File: src/hw/memAccessPkg.sv
package memAccessPkg;

    // Address and data word width
    parameter int DataWidth = 32;

    // Access size, same codes as the CPU's DM width field
    typedef enum logic [1:0] {
        widthWord = 2'd0,
        widthHalf = 2'd1,
        widthByte = 2'd2
    } accessWidthT;

    // CP0-style exception codes for data accesses
    typedef enum logic [4:0] {
        excNone      = 5'd0,
        excAddrLoad  = 5'd4,
        excAddrStore = 5'd5
    } excCodeT;

    // Default address map
    parameter logic [DataWidth-1:0] DefDmLimit    = 32'h0000_3000;
    parameter logic [DataWidth-1:0] DefTimer0Base = 32'h0000_7F00;
    parameter logic [DataWidth-1:0] DefTimer1Base = 32'h0000_7F10;
    parameter logic [DataWidth-1:0] DefIntGenBase = 32'h0000_7F20;

endpackage

File: src/hw/accessChecker.sv
module accessChecker #(
    parameter logic [memAccessPkg::DataWidth-1:0] DmLimit    = memAccessPkg::DefDmLimit,
    parameter logic [memAccessPkg::DataWidth-1:0] Timer0Base = memAccessPkg::DefTimer0Base,
    parameter logic [memAccessPkg::DataWidth-1:0] Timer1Base = memAccessPkg::DefTimer1Base,
    parameter logic [memAccessPkg::DataWidth-1:0] IntGenBase = memAccessPkg::DefIntGenBase
) (
    input  logic [memAccessPkg::DataWidth-1:0] addr,
    input  memAccessPkg::accessWidthT          width,
    input  logic                               write,
    output memAccessPkg::excCodeT              excCode
);

    // Window sizes in bytes
    localparam logic [memAccessPkg::DataWidth-1:0] TimerSpan  = 32'd12;
    localparam logic [memAccessPkg::DataWidth-1:0] IntGenSpan = 32'd4;

    logic [memAccessPkg::DataWidth-1:0] timer0Off;
    logic [memAccessPkg::DataWidth-1:0] timer1Off;
    logic inDm;
    logic inTimer0;
    logic inTimer1;
    logic inTimer;
    logic inIntGen;
    logic countReg;
    logic badAlign;
    logic badAccess;

    // Offsets wrap to large values below the base, so one compare suffices
    assign timer0Off = addr - Timer0Base;
    assign timer1Off = addr - Timer1Base;

    assign inDm     = addr < DmLimit;
    assign inTimer0 = timer0Off < TimerSpan;
    assign inTimer1 = timer1Off < TimerSpan;
    assign inTimer  = inTimer0 || inTimer1;
    assign inIntGen = (addr - IntGenBase) < IntGenSpan;

    // Word index 2 of a timer is its count register
    assign countReg = (inTimer0 && timer0Off[3:2] == 2'd2)
                   || (inTimer1 && timer1Off[3:2] == 2'd2);

    assign badAlign = (width == memAccessPkg::widthWord && addr[1:0] != 2'b00)
                   || (width == memAccessPkg::widthHalf && addr[0]);

    assign badAccess = badAlign
                    || (width != memAccessPkg::widthWord && inTimer)
                    || !(inDm || inTimer || inIntGen)
                    || (write && countReg);

    always_comb begin
        if (!badAccess) begin
            excCode = memAccessPkg::excNone;
        end else if (write) begin
            excCode = memAccessPkg::excAddrStore;
        end else begin
            excCode = memAccessPkg::excAddrLoad;
        end
    end

endmodule

File: src/hw/accessSequencer.sv
module accessSequencer #(
    parameter logic [memAccessPkg::DataWidth-1:0] DmLimit    = memAccessPkg::DefDmLimit,
    parameter logic [memAccessPkg::DataWidth-1:0] Timer0Base = memAccessPkg::DefTimer0Base,
    parameter logic [memAccessPkg::DataWidth-1:0] Timer1Base = memAccessPkg::DefTimer1Base,
    parameter logic [memAccessPkg::DataWidth-1:0] IntGenBase = memAccessPkg::DefIntGenBase
) (
    input  logic                               clk,
    input  logic                               rst,
    input  logic                               req,
    output logic                               ack,
    input  logic [memAccessPkg::DataWidth-1:0] addr,
    input  memAccessPkg::accessWidthT          width,
    input  logic                               write,
    input  logic [memAccessPkg::DataWidth-1:0] wdata,
    output logic [memAccessPkg::DataWidth-1:0] rdata,
    output memAccessPkg::excCodeT              excCode,
    output logic [memAccessPkg::DataWidth-1:0] memAddr,
    output logic [memAccessPkg::DataWidth-1:0] memWdata,
    output logic [3:0]                         memByteen,
    input  logic [memAccessPkg::DataWidth-1:0] memRdata
);

    typedef enum logic [1:0] {
        stIdle,
        stIssue,
        stResponse,
        stAck
    } stateT;

    stateT state;

    // Request held for the whole access
    logic [memAccessPkg::DataWidth-1:0] addrReg;
    logic [memAccessPkg::DataWidth-1:0] wdataReg;
    memAccessPkg::accessWidthT          widthReg;
    logic                               writeReg;
    memAccessPkg::excCodeT              excReg;

    memAccessPkg::excCodeT              checkCode;
    logic [memAccessPkg::DataWidth-1:0] laneData;
    logic [3:0]                         laneEnable;
    logic [memAccessPkg::DataWidth-1:0] loadData;
    logic                               legal;
    logic                               accept;

    accessChecker #(
        .DmLimit    (DmLimit),
        .Timer0Base (Timer0Base),
        .Timer1Base (Timer1Base),
        .IntGenBase (IntGenBase)
    ) checker0 (
        .addr    (addr),
        .width   (width),
        .write   (write),
        .excCode (checkCode)
    );

    storeFormatter formatter0 (
        .addrLow    (addrReg[1:0]),
        .width      (widthReg),
        .wdata      (wdataReg),
        .laneData   (laneData),
        .laneEnable (laneEnable)
    );

    loadExtractor extractor0 (
        .addrLow  (addrReg[1:0]),
        .width    (widthReg),
        .memWord  (memRdata),
        .loadData (loadData)
    );

    assign accept = (state == stIdle) && req;
    assign legal  = (excReg == memAccessPkg::excNone);

    // Bus is live for the issue cycle only
    assign memAddr   = addrReg;
    assign memWdata  = laneData;
    assign memByteen = (state == stIssue && writeReg && legal) ? laneEnable : 4'b0000;
    assign ack       = (state == stAck);

    always_ff @(posedge clk) begin
        if (accept) begin
            addrReg  <= addr;
            widthReg <= width;
            writeReg <= write;
            wdataReg <= wdata;
            excReg   <= checkCode;
        end
    end

    always_ff @(posedge clk) begin
        if (rst) begin
            state   <= stIdle;
            rdata   <= '0;
            excCode <= memAccessPkg::excNone;
        end else begin
            case (state)
                stIdle: begin
                    if (req) begin
                        state <= stIssue;
                    end
                end
                stIssue: begin
                    state <= stResponse;
                end
                stResponse: begin
                    // Only a legal load returns data
                    rdata   <= (legal && !writeReg) ? loadData : '0;
                    excCode <= excReg;
                    state   <= stAck;
                end
                default: begin
                    // Hold ack until the requester lets go
                    if (!req) begin
                        state <= stIdle;
                    end
                end
            endcase
        end
    end

endmodule

File: src/hw/loadExtractor.sv
module loadExtractor (
    input  logic [1:0]                         addrLow,
    input  memAccessPkg::accessWidthT          width,
    input  logic [memAccessPkg::DataWidth-1:0] memWord,
    output logic [memAccessPkg::DataWidth-1:0] loadData
);

    logic [15:0] halfLane;
    logic [7:0]  byteLane;

    // Lane select from the byte offset
    assign halfLane = addrLow[1] ? memWord[31:16] : memWord[15:0];

    always_comb begin
        case (addrLow)
            2'd0:    byteLane = memWord[7:0];
            2'd1:    byteLane = memWord[15:8];
            2'd2:    byteLane = memWord[23:16];
            default: byteLane = memWord[31:24];
        endcase
    end

    // Sign extension to a full word
    always_comb begin
        case (width)
            memAccessPkg::widthHalf: begin
                loadData = {{16{halfLane[15]}}, halfLane};
            end
            memAccessPkg::widthByte: begin
                loadData = {{24{byteLane[7]}}, byteLane};
            end
            default: begin
                loadData = memWord;
            end
        endcase
    end

endmodule

File: src/hw/memAccessTop.sv
module memAccessTop #(
    parameter logic [memAccessPkg::DataWidth-1:0] DmLimit    = memAccessPkg::DefDmLimit,
    parameter logic [memAccessPkg::DataWidth-1:0] Timer0Base = memAccessPkg::DefTimer0Base,
    parameter logic [memAccessPkg::DataWidth-1:0] Timer1Base = memAccessPkg::DefTimer1Base,
    parameter logic [memAccessPkg::DataWidth-1:0] IntGenBase = memAccessPkg::DefIntGenBase
) (
    input  logic                               clk,
    input  logic                               rst,

    // Requester side
    input  logic                               req,
    output logic                               ack,
    input  logic [memAccessPkg::DataWidth-1:0] addr,
    input  memAccessPkg::accessWidthT          width,
    input  logic                               write,
    input  logic [memAccessPkg::DataWidth-1:0] wdata,
    output logic [memAccessPkg::DataWidth-1:0] rdata,
    output memAccessPkg::excCodeT              excCode,

    // Data memory side
    output logic [memAccessPkg::DataWidth-1:0] memAddr,
    output logic [memAccessPkg::DataWidth-1:0] memWdata,
    output logic [3:0]                         memByteen,
    input  logic [memAccessPkg::DataWidth-1:0] memRdata
);

    // Address map goes down to the checker
    accessSequencer #(
        .DmLimit    (DmLimit),
        .Timer0Base (Timer0Base),
        .Timer1Base (Timer1Base),
        .IntGenBase (IntGenBase)
    ) sequencer0 (
        .clk       (clk),
        .rst       (rst),
        .req       (req),
        .ack       (ack),
        .addr      (addr),
        .width     (width),
        .write     (write),
        .wdata     (wdata),
        .rdata     (rdata),
        .excCode   (excCode),
        .memAddr   (memAddr),
        .memWdata  (memWdata),
        .memByteen (memByteen),
        .memRdata  (memRdata)
    );

endmodule

File: src/hw/storeFormatter.sv
module storeFormatter (
    input  logic [1:0]                         addrLow,
    input  memAccessPkg::accessWidthT          width,
    input  logic [memAccessPkg::DataWidth-1:0] wdata,
    output logic [memAccessPkg::DataWidth-1:0] laneData,
    output logic [3:0]                         laneEnable
);

    // Lanes are replicated so the memory only needs the enables
    always_comb begin
        case (width)
            memAccessPkg::widthWord: begin
                laneData   = wdata;
                laneEnable = 4'b1111;
            end
            memAccessPkg::widthHalf: begin
                laneData = {2{wdata[15:0]}};
                if (addrLow[1]) begin
                    laneEnable = 4'b1100;
                end else begin
                    laneEnable = 4'b0011;
                end
            end
            memAccessPkg::widthByte: begin
                laneData   = {4{wdata[7:0]}};
                laneEnable = 4'b0001 << addrLow;
            end
            default: begin
                // Unused width code writes nothing
                laneData   = '0;
                laneEnable = 4'b0000;
            end
        endcase
    end

endmodule

File: config.mk
export PLATFORM = sky130hd
export DESIGN_NAME = memAccessTop
export DESIGN_NICKNAME = d
export VERILOG_FILES = /design/src/hw/memAccessPkg.sv /design/src/hw/accessChecker.sv /design/src/hw/accessSequencer.sv /design/src/hw/loadExtractor.sv /design/src/hw/memAccessTop.sv /design/src/hw/storeFormatter.sv
export SDC_FILE = /design/constraint.sdc
export NUM_CORES = 1
export LEC_CHECK = 0
export BUFFER_PORTS_ARGS = -buffer_cell sky130_fd_sc_hd__buf_2
export CAP_MARGIN = 20
export CORE_MARGIN = 2
export CORE_UTILIZATION = 45
export DETAILED_ROUTE_END_ITERATION = 6
export MAX_ROUTING_LAYER = met4
export PLACE_DENSITY = 0.79
export RECOVER_POWER = 50
export SLEW_MARGIN = 20
export SYNTH_ARGS = -nofsm -noshare
export SYNTH_HDL_FRONTEND = slang
export SYNTH_SLANG_ARGS = --single-unit
File: constraint.sdc
create_clock -name clk -period 3.06 [get_ports clk]
set_clock_uncertainty 0.05 [all_clocks]
set_input_delay 0.612 -clock clk [delete_from_list [all_inputs] [get_ports clk]]
set_output_delay 0.612 -clock clk [all_outputs]
set_load 0.01 [all_outputs]
==> key figures, run 1 <==
Floorplan
  • I/O pin cnt: 208
  • Die area: 13570 µm²
  • Core area: 12470 µm²
  • Num rows: 41
  • Initial cell density of the core: 0.4567
  • Die Wd: 116.5 µm
  • Die height: 116.5 µm

Logic synthesis
  • Post-synthesis sequential area ratio: 0.4905
  • Synthesized cell area: roughly 5700 µm²
  • Main flop type after synthesis: edfxtp_1
  • Ys async rst share: 0
  • Synthesis-stage register bit count: 105
  • Warnings, synthesis: 0
  • Post-synthesis cell count: 592
  • Avg Inst Size Synth: 9.616 µm²
  • Netlist cell types: 64
  • Most frequent cell after synthesis: edfxtp_1
  • Most common library cells after synthesis: edfxtp_1 (69), a21oi_1 (68), nand2_1 (47)
  • Post-synth EDFFs: 69
  • Top-area cell type share of the netlist area: 0.3640
  • Largest cells by area after synthesis: edfxtp_1 (36%), dfxtp_1 (13%), a21oi_1 (6.0%), o21ai_0 (4.0%), nand2_1 (3.1%)
  • Yosys top cell by area: edfxtp_1

Routing
  • Uppermost layer routed: met4
  • Routed Wire Length: ~18 mm
  • DR WL/cell: 17.34 µm
  • Pre-antenna DRT Iters: 5
  • Post-route ant nets: 0
  • Met1 wire length: approximately 7.5 mm
  • Total number of vias: around 5700
  • Metal2 WL: just over 8 mm
  • Met3 wire length: 1.394 mm
  • # DRC: 0
  • Via density: 5.547
  • Initial DRC Count: a little under 600

Min path
  • Hold Crit Class: in -> reg
  • Hold Path Origin: wdata[30]

Clocking
  • Clock sink count: approximately 110
  • Total CTS buffers: 9
  • Post-CTS Hold Buffers: 0
  • CTS Buffer Depth: 2
  • CTS tree: built
  • Worst-Skew Late Latency: 350 ps
  • Worst-path clk slew: 70 ps
  • Postcts setup bufs: 0
  • Clock root buffer: clkbuf_16
  • H-tree levels: 3

Critical path
  • Critical path buffers and inverters: 4
  • Critical Path RT: 3110 ps
  • Slowest cell on crit path: or4_1
  • Reg2reg start: sequencer0.state[0]$_SDFFE_PP0P_
  • Largest fanout on the critical path: 5
  • Crit-path cells: buf_2 -> buf_4 -> inv_1 -> buf_4 -> ha_1 -> nand2_1 -> a211oi_1 -> o311a_1 -> o211ai_1 -> or4_1 -> o31a_1 -> nand3_2 -> nand2_1
  • Worst Setup SP: addr[5]
  • Max stage delay on crit path: 560 ps
  • WP data arrival: 2970 ps
  • CP Capture Type: register
  • Startpoint Class: input pin
  • Cell family with most CP delay: compound AO/OA/AOI/OAI gates
  • CP Class: in -> reg

Cells and area
  • Share of cells above drive strength 1: 0.2591
  • Register area: 2793 µm²
  • Nets: ~960
  • Fillers: 1173
  • Ant diodes: 0
  • Design area: 7480 µm²
  • P&R area growth vs syn: 31.38%
  • Multi-input logic area: 2701 µm²

Global route
  • Grt ovf: 0
  • Initial antenna violation count: 0
  • Pin count of the biggest net entering global routing: 71
  • First-pass GRT wire length: 26.35 mm
  • Vias in the first global route: 5278
  • Total GRT Usage: 0.2629

Pwr
  • PnR Total Power: 3.876 mW
  • Sw Ratio: 0.3047
  • Leakage: 2.927 nW
  • Power per cell area: 518.2 nW/µm²
  • Internal Pwr Total: 2.695 mW
  • Seq pwr share: 0.454
  • Comb power frac: 0.249
  • VDD IR max: 0.0002624 V
  • Psw: 1.181 mW
  • Clk pwr share: 0.297

Placement
  • Dpl cell area: ~7300 µm²
  • Final Wtd Congestion: 0.9921
  • HPWL after detailed placement: 13.46 mm
  • Port bufs: between 200 and 250

Outcome
  • Status: finished, violations left
  • Violated checks: capacitance limit, slew limit

STA
  • Slew headroom: -0.06989
  • Final critical-path required period: 2919 ps
  • Peak Freq: 342.6 MHz
  • Final-report setup violation count: 0
  • Slew @ Worst Pin: 1605 ps
  • Crit share post-route: 0.9540
  • RSZ-0062 raised after global routing: no
  • Setup TNS after final layout: 0 ps
  • Max Slew Vio Count: 71
  • Final Hold Fails: 0

Job
  • Max-cap violations: 1
[power by group through the flow]
stage               registers (mW)  logic (mW)  clock network [mW]
floorplan                     1.81       0.533                   0
global placement              1.78       0.983                   0
detailed placement            1.78       0.991                   0
CTS                           1.75       0.994                1.17
global route                  1.77        1.06                1.22
finish                        1.76       0.966                1.15
[final cells by class]
type / instances / area share
multi-input cells: 434 / 0.3612
repair buffers: 275 / 0.1877
well taps: 172 / 0.02877
flip-flops and latches: 105 / 0.3734
clock inverters: 6 / 0.008866
inverters: 19 / 0.009535
clock buffers: 10 / 0.03061
[repair_timing]
item / CTS / global route
gates resized for setup: 0 / 4
endpoints found under the setup margin: 0 / 2
hold endpoints to repair: 0 / 0
[sequential cells by signal, summed over array words and instances (netlist names)]
signal               cells
sequencer0.wdataReg     32
sequencer0.widthReg      2
sequencer0.excCode       2
sequencer0.writeReg      1
sequencer0.excReg        2
sequencer0.state         2
sequencer0.memAddr      32
sequencer0.rdata        32
[per-layer routing]
| layer | track usage | vias up |
|---|---|---|
| met5 | - | - |
| met4 | 0.1214 | 0 |
| met3 | 0.04203 | 51 |
| met2 | 0.4159 | 285 |
| met1 | 0.3327 | 2638 |
| li1 | - | 2689 |
[metrics by stage]
stage / hold slack, ps / std cells / utilization / setup WS (ps)
finish: 377.7 / 1021 / 0.6000 / 140.9
global route: 370.7 / 1021 / 0.6000 / 20.57
CTS: 367.2 / 1021 / 0.6111 / 112.3
detailed placement: 404.6 / 1005 / 0.5874 / -250.5
global placement: 403.3 / 1005 / 0.5874 / -216.5
floorplan: 439.8 / 594 / - / 102.4
[final timing paths]
kind	to	slack (ps)	depth (start not counted)
min	sequencer0.wdataReg[30]$_DFFE_PP_	380	1
max	sequencer0.excReg[2]$_SDFFCE_PN0P_	140	13
max reg2reg	sequencer0.state[1]$_SDFFE_PP0P_	570	7
min reg2reg	sequencer0.rdata[26]$_SDFFE_PP0P_	420	2
[layout by cell type (no fill, tap or decap), types with 11 or more instances in the layout]
master	instances
clkbuf_1	95
and2_1	11
nand2_1	47
dfxtp_1	36
inv_1	19
o21ai_0	46
nand3_1	11
nand2b_1	22
nor2_1	46
a22oi_1	12
buf_4	58
nor3_1	17
a21oi_1	68
buf_2	123
nor2b_1	18
ha_1	11
edfxtp_1	69
[kinds of logic after synthesis]
| group | share of synthesized area |
|---|---|
| simple gates | 0.2062 |
| compound gates | 0.1873 |
| xor+xnor | 0.01385 |
| mux | 0.03736 |
| other cells | 0.0006587 |
| flops | 0.4905 |
| fa+ha+maj | 0.02418 |
| buf+inv | 0.04000 |
Power figures use the tool's default switching activity.
==> run 2: changes to the inputs <==
--- a/config.mk
+++ b/config.mk
@@ -8,12 +8,13 @@
 export BUFFER_PORTS_ARGS = -buffer_cell sky130_fd_sc_hd__buf_2
 export CAP_MARGIN = 20
 export CORE_MARGIN = 2
-export CORE_UTILIZATION = 45
+export CORE_UTILIZATION = 56
 export DETAILED_ROUTE_END_ITERATION = 6
 export MAX_ROUTING_LAYER = met4
-export PLACE_DENSITY = 0.79
+export PLACE_DENSITY = 0.89
 export RECOVER_POWER = 50
 export SLEW_MARGIN = 20
 export SYNTH_ARGS = -nofsm -noshare
 export SYNTH_HDL_FRONTEND = slang
+export SYNTH_HIERARCHICAL = 1
 export SYNTH_SLANG_ARGS = --single-unit
==> constraint.sdc (replaced) <==
create_clock -name clk -period 3.63 [get_ports clk]
set_clock_uncertainty 0.05 [all_clocks]
set_input_delay 0.726 -clock clk [delete_from_list [all_inputs] [get_ports clk]]
set_output_delay 0.726 -clock clk [all_outputs]
set_load 0.01 [all_outputs]
==> key figures, run 2 <==
Pwr
  • VDD IR max: 0.0003284 V (+25%)
  • Clk pwr share: 0.221 (-0.076)
  • Leakage: 2.854 nW (-2.5%)
  • Power per cell area: 536.8 nW/µm² (+3.6%)
  • PnR Total Power: 4.154 mW (+7.2%)
  • Seq pwr share: 0.418 (-0.036)
  • Psw: 1.504 mW (+27%)
  • Sw Ratio: 0.3620 (+0.05737)
  • Comb power frac: 0.361 (+0.112)
  • Internal Pwr Total: 2.650 mW (-1.7%)

Placement
  • Final Wtd Congestion: 0.9539 (-3.9%)
  • HPWL after detailed placement: 14.16 mm (+5.2%)
  • Port bufs: 207 (+1.5%)

Clocking
  • Worst-path clk slew: 70 ps (about the same)
  • Postcts setup bufs: 0 (unchanged)
  • CTS tree: built
  • Worst-Skew Late Latency: 350 ps (about the same)
  • Clock sink count: 111 (+5.7%)
  • H-tree levels: 3 (unchanged)
  • Total CTS buffers: 9 (unchanged)
  • Post-CTS Hold Buffers: 0 (unchanged)
  • Post-CTS Resized: 0 (unchanged)
  • Clock root buffer: clkbuf_16
  • CTS Buffer Depth: 2 (unchanged)

STA
  • Max Slew Vio Count: 0 (-100%)
  • Final Hold Fails: 0 (unchanged)
  • RSZ-0062 raised after global routing: no
  • Final critical-path required period: 3231 ps
  • Setup TNS after final layout: 0 ps (unchanged)
  • Final-report setup violation count: 0 (unchanged)
  • Crit share post-route: 0.8900
  • Final hold slack: 444.5 ps (+66.81 ps)
  • Slew headroom: 0.2077 (+0.2776)
  • Slew @ Worst Pin: 1188 ps (-416.4 ps)
  • Peak Freq: between 300 and 400 MHz

Logic synthesis
  • Main flop type after synthesis: edfxtp_1
  • Top-area cell type share of the netlist area: 0.3300 (-0.03393)
  • Post-synth EDFFs: 72 (+4.3%)
  • Synthesized cell area: 6551 µm² (+15%)
  • Most frequent cell after synthesis: inv_1
  • Netlist cell types: 78 (+22%)
  • Post-synthesis sequential area ratio: 0.4492 (-0.04135)
  • Yosys top cell by area: edfxtp_1
  • Most common library cells after synthesis: inv_1 (74), edfxtp_1 (72), dfxtp_1 (39)
  • Post-synthesis cell count: 621 (+4.9%)
  • Ys async rst share: 0 (unchanged)
  • Synthesis-stage register bit count: 111 (+5.7%)
  • Warnings, synthesis: 6 (+6)
  • Largest cells by area after synthesis: edfxtp_1 (33%), dfxtp_1 (12%), o32ai_2 (7.4%), inv_1 (4.2%), mux2i_1 (4.1%)
  • Avg Inst Size Synth: 10.55 µm² (+9.7%)

Critical path
  • CP Class: in -> reg
  • WP data arrival: 3280 ps (+310 ps)
  • Largest fanout on the critical path: 8 (+3)
  • Startpoint Class: input pin
  • CP Capture Type: register
  • Critical Path RT: 3680 ps (+570 ps)

Routing
  • # DRC: 0 (unchanged)
  • Via density: 6.099 (+10%)
  • Routed Wire Length: 18.97 mm (+7.1%)
  • Total number of vias: 5831 (+3.0%)
  • Post-route ant nets: 0 (unchanged)
  • DR WL/cell: 19.84 µm (+14%)
  • Pre-antenna DRT Iters: 5 (unchanged)
  • Initial DRC Count: 547 (-5.7%)

Cells and area
  • P&R area growth vs syn: 18.12%
  • Most frequent cells in the layout: clkbuf_1 (107), buf_2 (102), inv_1 (74)
  • Share of cells above drive strength 1: 0.2399 (-0.01928)
  • Commonest non-fill, non-tap cell in the layout: clkbuf_1
  • Fillers: 922 (-21%)
  • Nets: 919 (-4.0%)
  • Ant diodes: 0 (unchanged)

Global route
  • Initial antenna violation count: 0 (unchanged)
  • Pin count of the biggest net entering global routing: 73 (+2.8%)
  • Grt ovf: 0 (unchanged)
  • Total GRT Usage: 0.3054 (+0.04253)
  • Vias in the first global route: 5737 (+8.7%)
  • First-pass GRT wire length: 29.73 mm (+13%)

Floorplan
  • Core area: 11420 µm² (-8.4%)
  • Die Wd: 112.2 µm (-3.7%)
  • Die area: 12580 µm² (-7.3%)
  • Initial cell density of the core: 0.5737 (+0.1171)
  • Die height: 112.2 µm (-3.7%)
  • Num rows: 39 (-4.9%)
  • I/O pin cnt: 208 (unchanged)

Job
  • Max-cap violations: 0 (-1)

Min path
  • Hold Crit Class: reg -> reg

Outcome
  • Status: completed
==> run 2: power groups by stage <==
stage | clock (mW) | sequential, mW | combinational (mW)
2_1_floorplan | 0 | 1.79 | 1.01
3_3_place_gp | 0 | 1.75 | 1.47
3_5_place_dp | 0 | 1.76 | 1.51
4_1_cts | 0.939 | 1.73 | 1.52
5_1_grt | 0.985 | 1.76 | 1.63
6_report | 0.917 | 1.74 | 1.50
==> run 2: critical path: stages <==
cell and delay [ps]:
clkbuf_1 140, inv_1 110, ha_1 200, nor2b_1 460
a211oi_1 170, a222oi_1 290, or4b_1 480, nor4_1 270
a41oi_1 160, o21ai_1 190, a21boi_1 80
==> run 2: area by class of cell <==
class / instances / area [µm²] / area share
inverter: 75 / 281.5 / 0.03638
multi-input combinational: 388 / 3043 / 0.3932
sequential: 111 / 2943 / 0.3803
clock inverter: 3 / 18.77 / 0.002425
tap: 143 / 178.9 / 0.02312
timing repair buffer: 223 / 1022 / 0.1321
clock buffer: 13 / 251.5 / 0.03250
==> run 2: logic make-up (layout without fill, tap and decap cells) <==
logic type,Yosys count,after routing,synth area share
multiplexers,36,36,0.05672
AO/OA/AOI/OAI,164,164,0.2193
other,1,3,0.0005724
buffers and inverters,124,314,0.08785
XOR/XNOR,5,5,0.006686
AND/OR/NAND/NOR,170,170,0.1610
flip-flops,111,111,0.4492
adder cells (fa/ha/maj),10,10,0.01872
==> run 2: final timing paths <==
path                                      from                           endpoint  slack, ps  cells past startpoint
min reg2reg  sequencer0/rdata[11]$_SDFFE_PP0N_  sequencer0/rdata[11]$_SDFFE_PP0N_        440                      2
max reg2reg    sequencer0/memAddr[1]$_DFFE_PP_  sequencer0/rdata[29]$_SDFFE_PP0N_       1050                      6
min          sequencer0/rdata[11]$_SDFFE_PP0N_  sequencer0/rdata[11]$_SDFFE_PP0N_        440                      2
max                                    addr[5]     sequencer0/excReg[0]$_DFFE_PP_        400                     11
==> run 2: metrics by stage <==
stage	cell area (µm²)	setup slack (ps)	util	instances
floorplan	6559	375.3	-	623
global placement	7605	102.5	0.6660	940
detailed placement	7605	163.2	0.6660	940
CTS	7875	551.4	0.6897	956
global route	7739	183.1	0.6777	956
finish	7739	399.3	0.6777	956
==> run 2: layer usage <==
metal | track usage | up-vias | share of wire | wire length (µm)
met2 | 0.5112 | 336 | 0.49 | 9368
met1 | 0.3758 | 2764 | 0.39 | 7475
met3 | 0.04212 | 55 | 0.079 | 1502
met4 | 0.1228 | 0 | 0.033 | 621
met5 | - | - | 0 | 0
li1 | - | 2676 | - | -
==> run 3: changes to the inputs <==
--- a/config.mk
+++ b/config.mk
@@ -12,7 +12,7 @@
 export DETAILED_ROUTE_END_ITERATION = 6
 export MAX_ROUTING_LAYER = met4
 export PLACE_DENSITY = 0.89
-export RECOVER_POWER = 50
+export RECOVER_POWER = 25
 export SLEW_MARGIN = 20
 export SYNTH_ARGS = -nofsm -noshare
 export SYNTH_HDL_FRONTEND = slang
==> constraint.sdc (replaced) <==
create_clock -name clk -period 3.63 [get_ports clk]
set_clock_uncertainty 0.05 [all_clocks]
set_input_delay 0.726 -clock clk [delete_from_list [all_inputs] [get_ports clk]]
set_output_delay 0.726 -clock clk [all_outputs]
set_load 0.02 [all_outputs]
==> key figures, run 3 (synthesis results as in run 2) <==
Placement
  • Inst Count DP: 941 (+0.11%)
  • HPWL after detailed placement: 14.24 mm (+0.52%)
  • Final Wtd Congestion: 0.9810 (+2.8%)
  • Dpl cell area: 7612 µm² (about the same)
  • Dpl ws: 60.43 ps (-102.8 ps)
  • Port bufs: 207 (unchanged)

Min path
  • Hold Crit Class: reg -> reg
  • Hold endpoint: sequencer0/rdata[0]$_SDFFE_PP0N_
  • Hold Path Origin: sequencer0/rdata[0]$_SDFFE_PP0N_
  • Hold depth: 2 (unchanged)

Cells and area
  • Most frequent cells in the layout: buf_2 (171), inv_1 (74), edfxtp_1 (72)
  • Share of cells above drive strength 1: 0.3243 (+0.08447)
  • Nets: 920 (+0.11%)
  • Non-Filler Instances: 957 (+0.10%)
  • Ant diodes: 0 (unchanged)
  • P&R area growth vs syn: 19.71%
  • Fillers: 890 (-3.5%)
  • Design area: 7843 µm² (+1.3%)
  • Commonest non-fill, non-tap cell in the layout: buf_2

STA
  • Max Slew Vio Count: 0 (unchanged)
  • Peak Freq: 301.0 MHz (-2.7%)
  • Final critical-path required period: 3322 ps (+91.34 ps)
  • Setup ws final: 308.0 ps (-91.34 ps)
  • Crit share post-route: 0.9152 (+0.02516)
  • Slew @ Worst Pin: 1058 ps (-130.0 ps)
  • Final Hold Fails: 0 (unchanged)
  • Setup TNS after final layout: 0 ps (unchanged)
  • Slew headroom: 0.2944 (+0.08669)
  • Final-report setup violation count: 0 (unchanged)
  • RSZ-0062 raised after global routing: no

Critical path
  • Reg2reg start: sequencer0/memAddr[1]$_DFFE_PP_
  • Largest fanout on the critical path: 7 (-1)
  • Critical Path RT: 3680 ps (about the same)
  • CP Capture Type: register
  • Reg2Reg Depth: 7 (+1)
  • FF-to-FF End: sequencer0/rdata[30]$_SDFFE_PP0N_
  • CP Class: in -> reg
  • Startpoint Class: input pin
  • WP data arrival: 3370 ps (+90 ps)
  • Reg2reg setup slack: 940 ps (-110 ps)

Global route
  • Grt ovf: 0 (unchanged)
  • Total GRT Usage: 0.3040 (-0.001478)
  • Initial antenna violation count: 0 (unchanged)
  • First-pass GRT wire length: 29.70 mm (about the same)
  • Pin count of the biggest net entering global routing: 73 (unchanged)
  • Vias in the first global route: 5742 (+0.087%)

Clocking
  • Postcts setup bufs: 0 (unchanged)
  • Post-CTS Resized: 0 (unchanged)
  • Worst-path clk slew: 70 ps (about the same)
  • Total CTS buffers: 9 (unchanged)
  • Clock root buffer: clkbuf_16
  • CTS tree: built
  • Post-CTS Hold Buffers: 0 (unchanged)
  • H-tree levels: 3 (unchanged)
  • Clock sink count: 111 (unchanged)
  • CTS Buffer Depth: 2 (unchanged)
  • Worst-Skew Late Latency: 350 ps (about the same)

Floorplan
  • Num rows: 39 (unchanged)
  • I/O pin cnt: 208 (unchanged)
  • Die area: 12580 µm² (unchanged)
  • Core area: 11420 µm² (unchanged)
  • Die height: 112.2 µm (unchanged)
  • Initial cell density of the core: 0.5737 (unchanged)
  • Die Wd: 112.2 µm (unchanged)

Job
  • Max-cap violations: 0 (unchanged)

Outcome
  • Status: completed

Routing
  • Post-route ant nets: 0 (unchanged)
  • Via density: 6.069 (-0.50%)
  • DR WL/cell: 19.76 µm (-0.38%)
  • Initial DRC Count: 481 (-12%)
  • Pre-antenna DRT Iters: 5 (unchanged)
  • Routed Wire Length: 18.92 mm (-0.27%)
  • # DRC: 0 (unchanged)
  • Total number of vias: 5808 (-0.39%)

Pwr
  • Leakage: 3.098 nW (+8.5%)
  • PnR Total Power: 4.377 mW (+5.4%)
  • VDD IR max: 0.0004466 V (+36%)
  • Power per cell area: 558.1 nW/µm² (+4.0%)
-- run 3: critical path, stage by stage --
cell	delay [ps]
clkbuf_1	210
inv_1	100
ha_1	230
nor2b_1	220
a211oi_2	290
buf_4	190
mux2i_1	210
o21ai_0	110
a2111oi_0	570
a41oi_1	200
o21ai_1	210
a21boi_1	90
-- run 3: power by group --
group	internal (mW)	switching (mW)
Combinational	0.559	1.13
Clock	0.507	0.441
Sequential	1.63	0.104
-- run 3: per-stage QoR --
step           utilization  hold WS (ps)
6_report            0.6868         429.8
5_1_grt             0.6868         460.7
4_1_cts             0.6911         428.7
3_5_place_dp        0.6667         417.9
3_3_place_gp        0.6667         414.1
2_1_floorplan            -         423.3
-- run 3: worst max path at each step --
stage	slack [ps]	end	startpoint	cells past startpoint
finish	310	sequencer0/excReg[0]$_DFFE_PP_	addr[6]	12
global route	100	sequencer0/excReg[0]$_DFFE_PP_	addr[6]	12
CTS	440	sequencer0/excReg[0]$_DFFE_PP_	addr[5]	12
detailed placement	60	sequencer0/excReg[0]$_DFFE_PP_	addr[5]	12
global placement	110	sequencer0/excReg[0]$_DFFE_PP_	addr[5]	9
floorplan	380	sequencer0/excReg[2]$_DFFE_PP_	addr[5]	12
-- run 3: layout make-up --
cell class / instances / area [µm²] / share of cell area
clock buffers: 13 / 261.5 / 0.03334
clock inverters: 3 / 17.52 / 0.002234
inverters: 75 / 281.5 / 0.03590
multi-input cells: 388 / 3045 / 0.3883
flip-flops and latches: 111 / 2943 / 0.3752
well taps: 143 / 178.9 / 0.02281
repair buffers: 224 / 1115 / 0.1422
-- run 3: per-layer routing --
layer | vias to the layer above | part of all wire | GRT usage
li1 | 2681 | - | -
met1 | 2742 | 0.39 | 0.3695
met5 | - | 0 | -
met4 | 0 | 0.043 | 0.1333
met3 | 79 | 0.070 | 0.05886
met2 | 306 | 0.49 | 0.4956
